===== src/verilog/lock_key_pkg.sv =====
`default_nettype none

package lock_key_pkg;

    // what a key does
    typedef enum logic [2:0] {
        KEY_DIGIT = 3'd0,
        KEY_ENTER = 3'd1,
        KEY_BACK  = 3'd2,
        KEY_CLEAR = 3'd3,
        KEY_SET   = 3'd4
    } key_kind_e;

    typedef struct packed {
        key_kind_e  kind;
        logic [3:0] digit;   // 0-9, digits only
    } key_event_t;

    // one-hot positions of the command keys
    localparam int KEY_ENTER_BIT = 0;
    localparam int KEY_SET_BIT   = 4;
    localparam int KEY_CLEAR_BIT = 8;
    localparam int KEY_BACK_BIT  = 12;

    localparam logic [3:0] DIGIT_BLANK = 4'hF;
    localparam logic [3:0] MSG_MARKER  = 4'hB;   // never a digit value

    // digit code per keypad bit, bit 15 first; blank where no digit sits
    localparam logic [15:0][3:0] DIGIT_MAP = {
        4'h7, 4'h8, 4'h9, DIGIT_BLANK,
        4'h4, 4'h5, 4'h6, DIGIT_BLANK,
        4'h1, 4'h2, 4'h3, DIGIT_BLANK,
        4'h0, DIGIT_BLANK, DIGIT_BLANK, DIGIT_BLANK
    };

    localparam logic [7:0] MSG_PASS = 8'hCC;
    localparam logic [7:0] MSG_SET  = 8'hDD;

    typedef struct packed {
        logic [3:0] hi;
        logic [3:0] mid;
        logic [3:0] lo;
    } digits_view_t;

    typedef struct packed {
        logic [3:0] marker;
        logic [7:0] msg_id;
    } msg_view_t;

    // same 12 bits seen as digits or as a message
    typedef union packed {
        digits_view_t digits;
        msg_view_t    msg;
    } lock_display_u;

    localparam logic [11:0] DISPLAY_BLANK = {3{DIGIT_BLANK}};
    localparam logic [11:0] DEFAULT_CODE  = 12'h246;

endpackage

`default_nettype wire


===== src/verilog/lock_timing_pkg.sv =====
`default_nettype none

package lock_timing_pkg;

    typedef enum logic [1:0] {
        TONE_CLICK   = 2'd0,
        TONE_SUCCESS = 2'd1,
        TONE_FAIL    = 2'd2,
        TONE_TICK    = 2'd3
    } tone_kind_e;

    typedef struct packed {
        logic       valid;
        tone_kind_e kind;
    } tone_req_t;

    localparam int TONE_CNT_W = 8;

    // indexed by tone kind, tick first
    localparam logic [3:0][TONE_CNT_W-1:0] TONE_HALF_PERIOD = {8'd4, 8'd5, 8'd2, 8'd3};
    localparam logic [3:0][TONE_CNT_W-1:0] TONE_DURATION    = {8'd16, 8'd50, 8'd40, 8'd24};

    // lockout countdown, scaled down
    localparam int         TICK_CYCLES   = 32;
    localparam int         TICK_CNT_W    = $clog2(TICK_CYCLES);
    localparam logic [7:0] LOCKOUT_START = 8'h20;   // bcd
    localparam int         MAX_TRIES     = 3;

endpackage

`default_nettype wire


===== src/verilog/key_decoder.sv =====
`timescale 1ns/10ps
`default_nettype none

module key_decoder (
    input  wire                       clk,
    input  wire                       rst,
    input  wire  [15:0]               keys,
    output logic                      key_req,
    output lock_key_pkg::key_event_t  key_ev,
    input  wire                       key_ack
);
    import lock_key_pkg::*;

    logic [15:0] prev_keys;
    logic [3:0]  hit_idx;
    logic        mapped;
    logic        press;
    key_event_t  new_ev;

    always_comb begin
        hit_idx = '0;
        for (int i = 0; i < 16; i++) begin
            if (keys[i]) begin
                hit_idx = 4'(i);
            end
        end
    end

    always_comb begin
        new_ev.kind  = KEY_DIGIT;
        new_ev.digit = DIGIT_MAP[hit_idx];
        mapped       = 1'b1;
        case (hit_idx)
            4'(KEY_ENTER_BIT): new_ev.kind = KEY_ENTER;
            4'(KEY_SET_BIT):   new_ev.kind = KEY_SET;
            4'(KEY_CLEAR_BIT): new_ev.kind = KEY_CLEAR;
            4'(KEY_BACK_BIT):  new_ev.kind = KEY_BACK;
            default:           mapped = (DIGIT_MAP[hit_idx] != DIGIT_BLANK);   // bits 1, 2
        endcase
    end

    // idle to single mapped key
    assign press = (prev_keys == '0) && $onehot(keys) && mapped;

    always_ff @(posedge clk) begin
        if (rst) begin
            prev_keys <= '0;
            key_req   <= 1'b0;
        end else begin
            prev_keys <= keys;
            if (key_req && key_ack) begin
                key_req <= 1'b0;
            end else if (press && !key_req && !key_ack) begin
                key_req <= 1'b1;   // press during open handshake is dropped
            end
        end
    end

    always_ff @(posedge clk) begin
        if (press && !key_req && !key_ack) begin
            key_ev <= new_ev;
        end
    end

    a_req_held: assert property (@(posedge clk) disable iff (rst)
        (key_req && !key_ack) |=> (key_req && $stable(key_ev)));

endmodule

`default_nettype wire


===== src/verilog/entry_controller.sv =====
`timescale 1ns/10ps
`default_nettype none

module entry_controller (
    input  wire                          clk,
    input  wire                          rst,
    input  wire                          key_req,
    input  wire lock_key_pkg::key_event_t key_ev,
    output logic                         key_ack,
    output lock_key_pkg::lock_display_u  display,
    output logic                         unlocked,
    output logic                         locked_out,
    output lock_timing_pkg::tone_req_t   tone
);
    import lock_key_pkg::*;
    import lock_timing_pkg::*;

    logic [11:0]           stored_code;
    logic [1:0]            digit_cnt;    // digits on display
    logic [1:0]            tries;
    logic                  set_mode;
    logic [7:0]            countdown;    // bcd
    logic [TICK_CNT_W-1:0] tick_cnt;
    logic                  take;         // key taken this cycle
    logic                  tick_end;
    logic [3:0]            next_hi;
    logic [3:0]            next_mid;
    logic [7:0]            next_count;

    assign take     = key_req && !key_ack;
    assign tick_end = locked_out && (tick_cnt == TICK_CNT_W'(TICK_CYCLES - 1));

    // blank fill when fewer digits are on display, also clears a message
    assign next_hi  = (digit_cnt >= 2'd2) ? display.digits.mid : DIGIT_BLANK;
    assign next_mid = (digit_cnt >= 2'd1) ? display.digits.lo : DIGIT_BLANK;

    // bcd step down
    assign next_count = (countdown[3:0] == 4'd0) ? {countdown[7:4] - 4'd1, 4'd9}
                                                 : {countdown[7:4], countdown[3:0] - 4'd1};

    always_ff @(posedge clk) begin
        if (rst) begin
            key_ack     <= 1'b0;
            display     <= DISPLAY_BLANK;
            unlocked    <= 1'b0;
            locked_out  <= 1'b0;
            tone        <= '0;
            stored_code <= DEFAULT_CODE;
            digit_cnt   <= 2'd0;
            tries       <= 2'd0;
            set_mode    <= 1'b0;
            countdown   <= 8'h00;
            tick_cnt    <= '0;
        end else begin
            tone.valid <= 1'b0;
            if (take) begin
                key_ack <= 1'b1;
            end else if (!key_req) begin
                key_ack <= 1'b0;
            end

            if (locked_out) begin
                // keys are acked above and discarded here
                tick_cnt <= tick_end ? '0 : tick_cnt + 1'b1;
                if (tick_end) begin
                    if (countdown == 8'h00) begin
                        locked_out <= 1'b0;
                        display    <= DISPLAY_BLANK;
                    end else begin
                        countdown <= next_count;
                        display   <= {DIGIT_BLANK, next_count};
                        tone      <= '{valid: 1'b1, kind: TONE_TICK};
                    end
                end
            end else if (take && key_ev.kind == KEY_CLEAR) begin
                display   <= DISPLAY_BLANK;
                digit_cnt <= 2'd0;
                tries     <= 2'd0;
                set_mode  <= 1'b0;
                unlocked  <= 1'b0;
            end else if (take && !unlocked) begin
                case (key_ev.kind)
                    KEY_DIGIT: begin
                        if (digit_cnt != 2'd3) begin
                            display   <= {next_hi, next_mid, key_ev.digit};
                            digit_cnt <= digit_cnt + 2'd1;
                            tone      <= '{valid: 1'b1, kind: TONE_CLICK};
                        end
                    end
                    KEY_BACK: begin
                        if (digit_cnt != 2'd0) begin
                            display   <= {DIGIT_BLANK, display.digits.hi, display.digits.mid};
                            digit_cnt <= digit_cnt - 2'd1;
                            tone      <= '{valid: 1'b1, kind: TONE_CLICK};
                        end
                    end
                    KEY_ENTER: begin
                        if (digit_cnt == 2'd3) begin
                            digit_cnt <= 2'd0;
                            if (set_mode) begin
                                stored_code <= display.digits;
                                set_mode    <= 1'b0;
                                tries       <= 2'd0;
                                display     <= DISPLAY_BLANK;
                                tone        <= '{valid: 1'b1, kind: TONE_SUCCESS};
                            end else if (display.digits == stored_code) begin
                                display  <= {MSG_MARKER, MSG_PASS};
                                unlocked <= 1'b1;
                                tone     <= '{valid: 1'b1, kind: TONE_SUCCESS};
                            end else begin
                                tone <= '{valid: 1'b1, kind: TONE_FAIL};
                                if (tries == 2'(MAX_TRIES - 1)) begin
                                    tries      <= 2'd0;
                                    locked_out <= 1'b1;
                                    countdown  <= LOCKOUT_START;
                                    tick_cnt   <= '0;
                                    display    <= {DIGIT_BLANK, LOCKOUT_START};
                                end else begin
                                    tries   <= tries + 2'd1;
                                    display <= DISPLAY_BLANK;
                                end
                            end
                        end
                    end
                    KEY_SET: begin
                        display   <= {MSG_MARKER, MSG_SET};
                        set_mode  <= 1'b1;
                        digit_cnt <= 2'd0;
                    end
                    default: ;
                endcase
            end
        end
    end

    a_ack_needs_req: assert property (@(posedge clk) disable iff (rst)
        $rose(key_ack) |-> key_req);

    // a key taken in lockout leaves the entry state alone
    a_lockout_discards: assert property (@(posedge clk) disable iff (rst)
        (locked_out && take) |=> ($stable(stored_code) && $stable(set_mode)
                                  && $stable(unlocked) && $stable(digit_cnt)));

endmodule

`default_nettype wire


===== src/verilog/tone_generator.sv =====
`timescale 1ns/10ps
`default_nettype none

module tone_generator (
    input  wire                        clk,
    input  wire                        rst,
    input  wire lock_timing_pkg::tone_req_t tone,
    output logic                       buzzer
);
    import lock_timing_pkg::*;

    tone_kind_e            kind;
    logic                  active;
    logic [TONE_CNT_W-1:0] dur_cnt;      // cycles since start
    logic [TONE_CNT_W-1:0] half_cnt;
    logic [TONE_CNT_W-1:0] half_period;
    logic [TONE_CNT_W-1:0] duration;

    assign half_period = TONE_HALF_PERIOD[kind];
    assign duration    = TONE_DURATION[kind];

    always_ff @(posedge clk) begin
        if (tone.valid) begin
            kind <= tone.kind;
        end
    end

    always_ff @(posedge clk) begin
        if (rst) begin
            active   <= 1'b0;
            buzzer   <= 1'b0;
            dur_cnt  <= '0;
            half_cnt <= '0;
        end else if (tone.valid) begin
            // newer tone restarts the pattern
            active   <= 1'b1;
            buzzer   <= 1'b1;
            dur_cnt  <= '0;
            half_cnt <= '0;
        end else if (active) begin
            if (dur_cnt == duration - 1'b1) begin
                active <= 1'b0;
                buzzer <= 1'b0;
            end else begin
                dur_cnt <= dur_cnt + 1'b1;
                if (half_cnt == half_period - 1'b1) begin
                    half_cnt <= '0;
                    buzzer   <= ~buzzer;
                end else begin
                    half_cnt <= half_cnt + 1'b1;
                end
            end
        end
    end

    a_quiet_when_idle: assert property (@(posedge clk) disable iff (rst)
        !active |-> !buzzer);

endmodule

`default_nettype wire


===== src/verilog/code_lock_top.sv =====
`timescale 1ns/10ps
`default_nettype none

module code_lock_top (
    input  wire                         clk,
    input  wire                         rst,
    input  wire  [15:0]                 keys,
    output lock_key_pkg::lock_display_u display,
    output logic                        unlocked,
    output logic                        locked_out,
    output logic                        buzzer
);
    import lock_key_pkg::*;
    import lock_timing_pkg::*;

    logic       key_req;
    logic       key_ack;
    key_event_t key_ev;
    tone_req_t  tone;   // one-cycle pulse

    key_decoder i_key_decoder (
        .clk     (clk),
        .rst     (rst),
        .keys    (keys),
        .key_req (key_req),
        .key_ev  (key_ev),
        .key_ack (key_ack)
    );

    entry_controller i_entry_controller (
        .clk        (clk),
        .rst        (rst),
        .key_req    (key_req),
        .key_ev     (key_ev),
        .key_ack    (key_ack),
        .display    (display),
        .unlocked   (unlocked),
        .locked_out (locked_out),
        .tone       (tone)
    );

    tone_generator i_tone_generator (
        .clk    (clk),
        .rst    (rst),
        .tone   (tone),
        .buzzer (buzzer)
    );

endmodule

`default_nettype wire


===== config.mk =====
export PLATFORM = sky130hd
export DESIGN_NAME = code_lock_top
export DESIGN_NICKNAME = d
export VERILOG_FILES = /design/src/verilog/lock_key_pkg.sv /design/src/verilog/lock_timing_pkg.sv /design/src/verilog/key_decoder.sv /design/src/verilog/entry_controller.sv /design/src/verilog/tone_generator.sv /design/src/verilog/code_lock_top.sv
export SDC_FILE = /design/constraint.sdc
export NUM_CORES = 1
export LEC_CHECK = 0
export BUFFER_PORTS_ARGS = -buffer_cell sky130_fd_sc_hd__buf_4
export CAP_MARGIN = 20
export CORE_MARGIN = 2
export CORE_UTILIZATION = 64
export CTS_BUF_LIST = sky130_fd_sc_hd__clkbuf_2
export CTS_CLUSTER_SIZE = 30
export DETAILED_ROUTE_END_ITERATION = 10
export PLACE_DENSITY = 0.9
export SYNTH_ARGS = -nofsm -noshare
export SYNTH_HDL_FRONTEND = slang
export SYNTH_SLANG_ARGS = --single-unit

===== constraint.sdc =====
create_clock -name clk -period 7 [get_ports clk]
set_input_delay 1.05 -clock clk [delete_from_list [all_inputs] [get_ports clk]]
set_output_delay 1.05 -clock clk [all_outputs]
set_load 0.02 [all_outputs]

== Word-level counts from Yosys, hierarchy flattened ==
Memory sizes are Yosys's and may differ from the RTL's.
Index checks and enable logic that the tools add are counted.
Operators by class
  $add $sub $neg: 25
  multipliers: 0
  div/mod/pow operators: 0
  magnitude comparators: 4
  equality and inequality tests: 33
  shift operators: 0
  muxes and demuxes: 110
  bitwise gates (word level): 4
  reductions and logical operators: 47
Operators by type and width (count)
  8-bit two-way mux: 16
  12-bit two-way mux: 9
  12-bit case mux with 4 select lines: 1
  5-bit two-way mux: 9
  4-bit two-way mux: 11
  3-bit two-way mux: 13
  5-bit adder: 7
  8-bit binary-select mux with 2-bit select: 2
  1-bit two-way mux: 30
  2-bit two-way mux: 15
  6-bit AND reduction: 4
  3-bit by 1-bit != test with 1-bit output (second input constant): 7
  2-bit nonzero test: 10
  1-bit by 1-bit adder with 2-bit output: 8
  8-bit by 1-bit adder with 8-bit output (second input constant): 2
  8-bit == test: 2
  16-bit zero test: 1
  8-bit by 1-bit subtractor with 8-bit output (second input constant): 2
  12-bit == test: 1
  4-bit by 1-bit != test with 1-bit output (second input constant): 3
  3-bit case mux with 4 select lines: 1
  1-bit logical AND: 9
  3-bit case mux with 3 select lines: 1
  9-bit AND reduction: 1
  37 further kinds: 58
Storage, ports and cells
  register bits: 92
  bits in latches: 0
  memory bits (writable): 0
  ROM bits: 64
  input bits: 18
  output and inout port bits: 15
  logic and storage cells: 245
  memories kept: 1
Memory list
  (name not given): depth 16, width 4, read ports 1, clocked after Yosys merged registers in 0, write ports 0, line key_decoder.sv:31  | new_ev.digit = DIGIT_MAP[hit_idx];

== Depth between registers and ports, before layout ==
Gate-level depths: netlist of the first run.
  depth in word-level cells: 22
  gate-level depth with buffers: 17
  mapped depth without buffers: 17

== Modules after synthesis ==
A second synthesis of the first run with hierarchy kept.
Unflattened totals
  cell total of the unflattened synthesis: 619
  area, all modules: 5434.0 sq um
By module, submodules not included
  entry_controller: times used 1, cells an instance 331, area an instance 2723.9 sq um, seq. area each 960.9 sq um
  key_decoder: times used 1, cells an instance 147, area an instance 1436.4 sq um, seq. area each 550.5 sq um
  tone_generator: times used 1, cells an instance 141, area an instance 1273.7 sq um, seq. area each 420.4 sq um

== Worst setup path before layout of the first run ==
No wires, ideal clock.
  path type: input -> register
  start: in keys[14]
  end: reg i_key_decoder.key_ev[0] (netlist name)
  library setup time: 0.373 ns
  data arrival time: 5.053 ns
  data required time: 6.627 ns
  setup slack: 1.574 ns
  stages: 14
  buffers on the path: 0
  path through: ha_1 > fa_1 > inv_1 > fa_1 > fa_1 > inv_1 > fa_1 > ha_1 > fa_1 > nor4b_1 > nand4_1 > a21oi_1 > nand3_1 > a21oi_1
Between the ends
  longest elaborated chain between the ends: 9
  elaborated cells between the ends (all ways): 20
  those cells by class: add/sub (4); eq/ne (5); mux (4); reduce/logical (6); memory (1)
RTL lines
  from (decl): line code_lock_top.sv:7  | input wire [15:0] keys,
  1-bit by 1-bit adder with 2-bit output (implied by the code) / 4-bit two-way mux (equally long branches): line key_decoder.sv:43, key_decoder.sv:23
  5-bit adder (implied by the code) / 4-bit two-way mux (equally long branches): line key_decoder.sv:43, key_decoder.sv:23
  5-bit adder (implied by the code) / memory read 16 x 4 bit (equally long branches)
  5-bit adder (implied by the code) / 4-bit two-way mux (equally long branches)
  5-bit by 1-bit == test with 1-bit output / 4-bit != test (equally long branches): line key_decoder.sv:43, key_decoder.sv:38
  1-bit logical AND / 1-bit two-way mux (equally long branches): line key_decoder.sv:43, key_decoder.sv:33
  1-bit logical AND *: line key_decoder.sv:43  | assign press = (prev_keys == '0) && $onehot(keys) && mapped;
  1-bit logical AND * (2 in a row): line key_decoder.sv:60  | if (press && !key_req && !key_ack) begin
Mark *: on every way between the ends. The rest lies on a longest branch, timed or not. The select of a mux whose other input is x is not followed.
A chain may end at the register's enable or synchronous reset.

== Final worst setup path of the first run ==
  start: in keys[14]
  end: reg i_key_decoder.key_ev[2] (netlist name)
Between the ends
  longest elaborated chain between the ends: 9
  elaborated cells between the ends (all ways): 20
  those cells by class: add/sub (4); eq/ne (5); mux (4); reduce/logical (6); memory (1)
RTL lines (line)
  1-bit by 1-bit adder with 2-bit output (implied by the code) / 4-bit two-way mux (equally long branches): key_decoder.sv:43, key_decoder.sv:23
  5-bit adder (implied by the code) / 4-bit two-way mux (equally long branches): key_decoder.sv:43, key_decoder.sv:23
  5-bit adder (implied by the code) / memory read 16 x 4 bit (equally long branches)
  5-bit adder (implied by the code) / 4-bit two-way mux (equally long branches)
  5-bit by 1-bit == test with 1-bit output / 4-bit != test (equally long branches): key_decoder.sv:43, key_decoder.sv:38
  1-bit logical AND / 1-bit two-way mux (equally long branches): key_decoder.sv:43, key_decoder.sv:33
  1-bit logical AND *: key_decoder.sv:43
  1-bit logical AND * (2 in a row): key_decoder.sv:60
Marks and branches as above.

==> results of run 1 <==
[sequential cells by signal (all words and copies together), names as in the netlist, 3 cells and up]
| name | count |
|---|---|
| i_entry_controller.countdown | 8 |
| i_entry_controller.stored_code | 12 |
| i_entry_controller.tick_cnt | 5 |
| i_entry_controller.display | 12 |
| i_entry_controller.tone | 3 |
| i_tone_generator.half_cnt | 8 |
| i_key_decoder.key_ev | 7 |
| i_key_decoder.prev_keys | 16 |
| i_tone_generator.dur_cnt | 8 |
[layout by cell type (no fill, tap or decap), types with 10 or more instances in the layout]
cell type and n:
sky130_fd_sc_hd__a21oi_1 53, sky130_fd_sc_hd__buf_4 34, sky130_fd_sc_hd__clkbuf_2 10, sky130_fd_sc_hd__dfxtp_1 83
sky130_fd_sc_hd__fa_1 11, sky130_fd_sc_hd__ha_1 32, sky130_fd_sc_hd__inv_1 51, sky130_fd_sc_hd__nand2_1 52
sky130_fd_sc_hd__nand3_1 40, sky130_fd_sc_hd__nor2_1 61, sky130_fd_sc_hd__nor2b_1 16, sky130_fd_sc_hd__nor3_1 17
sky130_fd_sc_hd__nor4_1 11, sky130_fd_sc_hd__o21ai_0 27, sky130_fd_sc_hd__xor2_1 18
[metal layers]
layer	vias up	global-route usage [%]	part of all wire [%]
li1	2451	-	-
met1	2397	36.7	42
met2	207	47.3	49
met3	28	3.08	5.8
met4	0	10.3	2.4
met5	-	0	0
[path summary, 6_finish.rpt]
path / from / end / depth (start not counted)
setup / recovery: keys[14] / i_key_decoder.key_ev[2]$_DFFE_PP_ / 15
setup reg to reg: i_key_decoder.key_ev[4]$_DFFE_PP_ / i_entry_controller.countdown[1]$_SDFFE_PP0P_ / 6
hold reg to reg: i_entry_controller.tone[0]$_SDFFE_PP0P_ / i_tone_generator.kind[0]$_DFFE_PP_ / 0
hold / removal: i_entry_controller.tone[0]$_SDFFE_PP0P_ / i_tone_generator.kind[0]$_DFFE_PP_ / 0
[cell families after synthesis]
family                     count (synthesis)  synth area share (%)
DFF                                       92                  34.0
and+or+nand+nor                          267                  24.9
AOI/OAI and AO/OA                        162                  19.5
buffers and inverters                     83                  6.04
xor gates and xnor gates                  25                  3.86
adders and majority gates                 44                  11.1
muxes                                      3                 0.551
[critical path: cells and delay by family]
family	cells	cell delay, ns
AO/OA/AOI/OAI	2	0.72
adder cells (fa/ha/maj)	7	2.99
buffers and inverters	3	0.26
AND/OR/NAND/NOR	3	0.52
[layout make-up]
| type | count | area share, % |
|---|---|---|
| Clock inverter | 6 | 1.08 |
| Multi-Input combinational cell | 501 | 56.4 |
| Tap cell | 108 | 2.24 |
| Sequential cell | 92 | 32.0 |
| Timing Repair Buffer | 34 | 4.23 |
| Inverter | 51 | 3.17 |
| Clock buffer | 10 | 0.830 |
| Antenna cell | 1 | 0.0415 |
[per-stage QoR]
step                hold slack [ns]  util, %  instance area, um2  instances  total power, mW
floorplan                     0.403        -                5680        676            0.681
global placement              0.420     68.2                5910        786            0.720
detailed placement            0.423     68.2                5910        786            0.740
CTS                           0.452     69.5                6030        802            0.999
global route                  0.476     69.5                6030        802             1.04
finish                        0.440     69.5                6030        803            0.994
[report_power, final]
group | total (mW) | leakage (nW) | internal [mW] | switching, mW
Clock | 0.263 | 0.0618 | 0.0828 | 0.180
Combinational | 0.189 | 1.49 | 0.0833 | 0.106
Sequential | 0.542 | 0.763 | 0.539 | 0.00269
==> out/summary.md, run 1 <==
STA classifies the critical path startpoint as a primary input. Number of buffers added for setup after CTS: 0. Averaged over all synthesized cells, the footprint is 8.40 um2. The logs give 32.8% for the max-slew headroom at the worst pin and 0 for the residual overflow from global routing.

The logs give 524 for the number of design-rule violations left by the first detailed-router iteration and 9 for the CTS buffer count. After synthesis, the share of flip-flops with an asynchronous set or reset is 0%. The tools report the number of global-route vias before repair as 4769. The region available for standard cell placement spans 8680 um2. Of all nets on the critical path, the largest fanout is 7.

The congestion estimate from routability-driven global placement came to 0.905. The layout has 698 filler cells. Count of flip-flops with a built-in enable after synthesis: 9. By count the netlist is led by sky130_fd_sc_hd__dfxtp_1, sky130_fd_sc_hd__nor2_1, sky130_fd_sc_hd__a21oi_1. Buffer depth of the longest clock path: 2. The H-tree was split into 3 levels. For the finished layout, the period the worst path requires is 5.34 ns. The register bit total from synthesis works out to 92.

The tools report the wire length after detailed routing as 13400 um. The worst path uses 76.3% of the clock period. The largest stage delay on the critical path came out at 0.55 ns. By instance count, the leading cell after synthesis is sky130_fd_sc_hd__dfxtp_1.

The logs give 1930 um2 for the register area and 27.8% for the all-layer global routing usage. In the final routed layout, each cell accounts on average for 16.6 um. Summed over all instances, the cell type with the most area after synthesis is sky130_fd_sc_hd__dfxtp_1.

The tool flagged a number of max-cap violations equal to 0. For the hold violation total from the final report, the log shows 0. For the worst setup path, the data arrival time is 5.54 ns. For flop-to-flop paths, the worst setup slack is 3.93 ns. The part of the Yosys area used for sequential elements was 34.0%. For the final setup violation count, the log shows 0. Setup repair after global routing left no endpoint under its margin.

The share of synthesized area in the top cell type comes to 29.3%. The die covers 9640 um2. Most common flop cell mapped by yosys: sky130_fd_sc_hd__dfxtp_1. The run gives 0.187 GHz as the highest clock frequency the design can meet.

Before antenna repair, the detailed router went through 6 iterations. The width of the die is 98.2 um. By area the synthesized netlist is led by sky130_fd_sc_hd__dfxtp_1, sky130_fd_sc_hd__ha_1, sky130_fd_sc_hd__edfxtp_1, sky130_fd_sc_hd__a21oi_1, sky130_fd_sc_hd__nor2_1. In the routed design, unresolved DRC markers number 0.

In the final timing run, aggregate negative setup slack is 0 ns. Once detail routing completed, the nets flagged for antenna violations numbered 0. The wire-length estimate of the detail-placed layout is 9610 um. In the synthesized netlist, the number of instances is 676. Once routing completed, OpenROAD measured the worst setup slack at 1.66 ns. Once the clock tree was built, the resizer swapped 0 gates to a different size. TritonCTS built the clock tree.

The flow ran to the end, and the final reports show no timing, DRC or antenna violations. The largest individual stage delay along the critical path comes from the cell sky130_fd_sc_hd__fa_1. The share of cells above drive strength 1 is 10.8%. For the number of warnings issued by yosys, the log shows 0. Kind of path behind the tightest hold check: reg2reg. At the worst endpoint, the required time is 7.20 ns.

The number of buffer cells added on primary ports works out to 32. The worst-case IR drop observed on VDD is 92.7 uV. From synthesis to final layout, the design area changed by 6.28%. For the number of ports placed on the die boundary, the log shows 33. The run gives 22200 um as the wire length of the first global-routing pass.

The number of nets in the layout came out at 750. The clock reaches the later pin of the worst-skew pair after 0.55 ns. The element type at the critical path end is a flop.

The post-place setup slack came out at 1.08 ns. The cell that appears most often on the critical path is sky130_fd_sc_hd__fa_1. Synthesis produced a netlist with a net count of 737. The number of distinct library cell variants in the gate-level netlist after synthesis was 82; the initial antenna violation count was 0. Measured along the y axis, the die boundary spans 98.2 um. Start-to-end type of the worst setup path: in2reg. Total via count in the routed design: 5083. The detailed-route vias per instance is 6.33, and the static leakage power is 2.32 nW. The count of final max-slew check failures is 0. The CTS clock-pin slew for the worst setup and hold paths was 0.26 ns.

The critical path goes through buf_4 -> ha_1 -> fa_1 -> inv_1 -> fa_1 -> fa_1 -> inv_1 -> fa_1 -> ha_1 -> fa_1 -> nor4b_1 -> nand4_1 -> a21oi_1 -> nand3_1 -> a21oi_1. For the pin with the worst max-slew slack, the measured transition is 0.999 ns. Once the floorplan was initialized, standard cells occupied 65.4% of the core.

The root cell of the clock tree was sky130_fd_sc_hd__clkbuf_2. The multi-input combinational cells in the finished layout cover a total of 3400 um2. Row generation in the floorplan step produced 34 rows. The clock net in this run drives a total of 92 sinks.

Entering global routing, the biggest net connects 60 pins. The areal power density over the cells came out at 165 nW/um2. The logs give 0.0334 ns for the clock skew after layout and 5680 um2 for the cell area after technology mapping. For the number of hold buffers added after CTS, the log shows 0.
(Power assumes the default switching activity.)
==> inputs of run 2 (changes only) <==
- clock period: 7 -> 5.5 ns (I/O delays scaled with it)
==> out/summary.md, run 2 (synthesized netlist as in run 1, its figures left out) <==
The run finished with clean final reports. The post-layout instance count excluding filler cells is 803 (unchanged). The largest net degree at the start of global routing came out at 60 (unchanged).

The count of maximum capacitance violations is 0 (unchanged). The time the final worst path needs with I/O delays and setup came out at 4.86 ns. Register bank with the most flops: i_key_decoder.prev_keys. The number of buffer cells added on primary ports is 32 (unchanged).

The logs give 0.445 ns (+0.00521 ns) for the worst hold margin and 4853 (+1.8%) for the number of global-route vias before repair. The logs give 0 (unchanged) for the residual overflow from global routing and 32.0% (-0.79 points) for the max-slew headroom at the worst pin. The largest registers in the layout are i_key_decoder.prev_keys: 16 flops, i_entry_controller.display: 12 flops, i_entry_controller.stored_code: 12 flops. The run gives 0 (unchanged) as the initial antenna violation count. The flip-flop count of the largest register after layout is 16 (unchanged).

The startpoint kind of the worst setup timing path is a primary input. The run gives 787 (+0.13%) as the number of placed instances, taps included. The placed wire-length estimate after detailed placement is 9900 um (+3.1%). Leaving out fill and tap cells, the most frequent cell in the layout is sky130_fd_sc_hd__dfxtp_1. The count of H-tree levels built during CTS was 3 (unchanged).

The buffer depth of the longest clock path came out at 2 (unchanged). The post-place setup slack was 0.0245 ns (-1.05 ns); the number of filler instances in the final layout was 690 (-1.1%). The tools report the highest clock frequency the design can meet as 0.206 GHz. The CTS clock-pin slew for the worst setup and hold paths is 0.23 ns (-0.03 ns). The largest stage delay on the critical path is 0.56 ns (about the same), and the number of iterations in the first detailed-routing pass is 6 (unchanged). For the count of final max-slew check failures, the log shows 0 (unchanged). Width of the die: 98.2 um (unchanged).

The logs give 0 (unchanged) for the remaining routing DRC violations and 5154 (+1.4%) for the total via count in the routed design. The area of the core was 8680 um2 (unchanged). Smallest setup slack after layout: 0.636 ns (-1.02 ns). The highest-delay cell along the critical path was sky130_fd_sc_hd__fa_1.

Broken down by cell family, the worst path's largest delay share belongs to adder cells. The required time of the worst setup path is 5.79 ns (-1.41 ns), and the average routed wire per standard cell is 16.9 um (+1.4%). Slew at the pin with the worst max-slew slack: 1.01 ns (+0.0117 ns). Wire length after detailed routing: 13600 um (+1.4%). The wire length of the first global-routing pass was 22300 um (+0.37%); the hold violation total from the final report was 0 (unchanged). The highest layer touched by signal routing is met4.

The tools report the static leakage power as 2.34 nW (+0.89%). The element type at the critical path end was a flop. The routability congestion estimate is 0.917 (+1.3%). By instance count, the cell type seen most on the critical path is sky130_fd_sc_hd__fa_1.

The wire length the detailed router placed on met1 is 5560 um (-2.1%). The library cells used most frequently in the layout, excluding fill and tap cells, are sky130_fd_sc_hd__dfxtp_1, sky130_fd_sc_hd__nor2_1, sky130_fd_sc_hd__a21oi_1, sky130_fd_sc_hd__nand2_1, sky130_fd_sc_hd__inv_1. The count of buffering cells on the critical path with inverters included was 4 (+1); the number of nets in the layout was 751 (+0.13%).

Setup repair after global routing left no endpoint under its margin. For the insertion delay of the later-clocked pin in the worst-skew pair, the log shows 0.55 ns (about the same). The areal power density over the cells was 216 nW/um2 (+31%); the height of the die was 98.2 um (unchanged). The final-layout setup total negative slack is 0 ns (unchanged), and the arrival time at the worst endpoint is 5.15 ns (-0.39 ns). The clock skew after layout is 0.0288 ns (-0.00459 ns). The path class of the tightest hold or removal check is reg2reg. For the clock sink count, the log shows 92 (unchanged). The root cell of the clock tree was sky130_fd_sc_hd__clkbuf_2. For the final antenna-violating net count, the log shows 0 (unchanged). The tools report the met2 wire length as 6670 um (+1.2%). The share of the clock period used by the worst path after layout was 88.4%. The starting density of the core was 65.4% (unchanged); the final setup violation count was 0 (unchanged). The row count came out at 34 (unchanged). The number of design-rule violations left by the first detailed-router iteration was 434 (-17%). The largest fanout on the critical path was 7 (unchanged). The detailed-route vias per instance is 6.42 (+1.4%). The tools report the maximum vdd ir drop as 126 uV (+36%). The start-to-end type of the worst setup path is in2reg. The run gives 9640 um2 (unchanged) as the overall die area. The logs give 841 um (+9.2%) for the detailed-routed wire length on met3 and 0 (unchanged) for the number of hold buffers added after CTS. The number of ports placed on the die boundary is 33 (unchanged). The number of gates given a new drive strength after cts came out at 0 (unchanged).

The number of buffers added for setup after CTS is 0 (unchanged), and the number of inserted diodes is 0 (-1). The critical path goes through buf_4 -> ha_1 -> fa_1 -> inv_1 -> fa_1 -> fa_1 -> inv_1 -> fa_1 -> ha_1 -> fa_1 -> nor4b_1 -> nand4_1 -> a21oi_1 -> nand3_1 -> a21oi_1 -> buf_4. Share of cells above drive strength 1: 10.8% (-0.016 points). TritonCTS built the clock tree. The run gives 28.0% (+0.20 points) as the all-layer global routing usage.

The area growth from synthesis to layout is 6.64%. The CTS buffer count is 9 (unchanged).
[run 2: worst paths after layout]
path | from | endpoint | slack [ns] | cells past startpoint
max | keys[14] | i_key_decoder.key_ev[2]$_DFFE_PP_ | 0.64 | 16
min reg2reg | i_entry_controller.tone[1]$_SDFFE_PP0P_ | i_tone_generator.kind[1]$_DFFE_PP_ | 0.45 | 0
min | i_entry_controller.tone[1]$_SDFFE_PP0P_ | i_tone_generator.kind[1]$_DFFE_PP_ | 0.45 | 0
max reg2reg | i_key_decoder.key_ev[4]$_DFFE_PP_ | i_entry_controller.countdown[1]$_SDFFE_PP0P_ | 2.43 | 6
[run 2: through the flow]
step           util [%]  total power, mW  cell area [um2]
2_1_floorplan         -            0.867             5680
3_3_place_gp       68.2            0.916             5920
3_5_place_dp       68.2            0.942             5920
4_1_cts            69.7             1.31             6050
5_1_grt            69.7             1.37             6050
6_report           69.7             1.31             6050
[run 2: metal layers]
| layer | up-vias | global-route usage [%] |
|---|---|---|
| met5 | - | 0 |
| met4 | 0 | 13.8 |
| met3 | 45 | 2.43 |
| met2 | 240 | 48.2 |
| met1 | 2422 | 35.4 |
| li1 | 2447 | - |
[run 2: final cells by class]
type	instances	area (um2)	area share [%]
multi-input cells	501	3400	56.2
flip-flops and latches	92	1930	31.9
repair buffers	35	263	4.34
inverters	51	191	3.16
well taps	108	135	2.23
clock inverters	6	80.1	1.32
clock buffers	10	50.0	0.827
[run 2: power by group]
part           switching [mW]  total [mW]  internal (mW)
sequential            0.00341       0.690          0.686
clock                   0.226       0.375          0.148
combinational           0.136       0.244          0.108
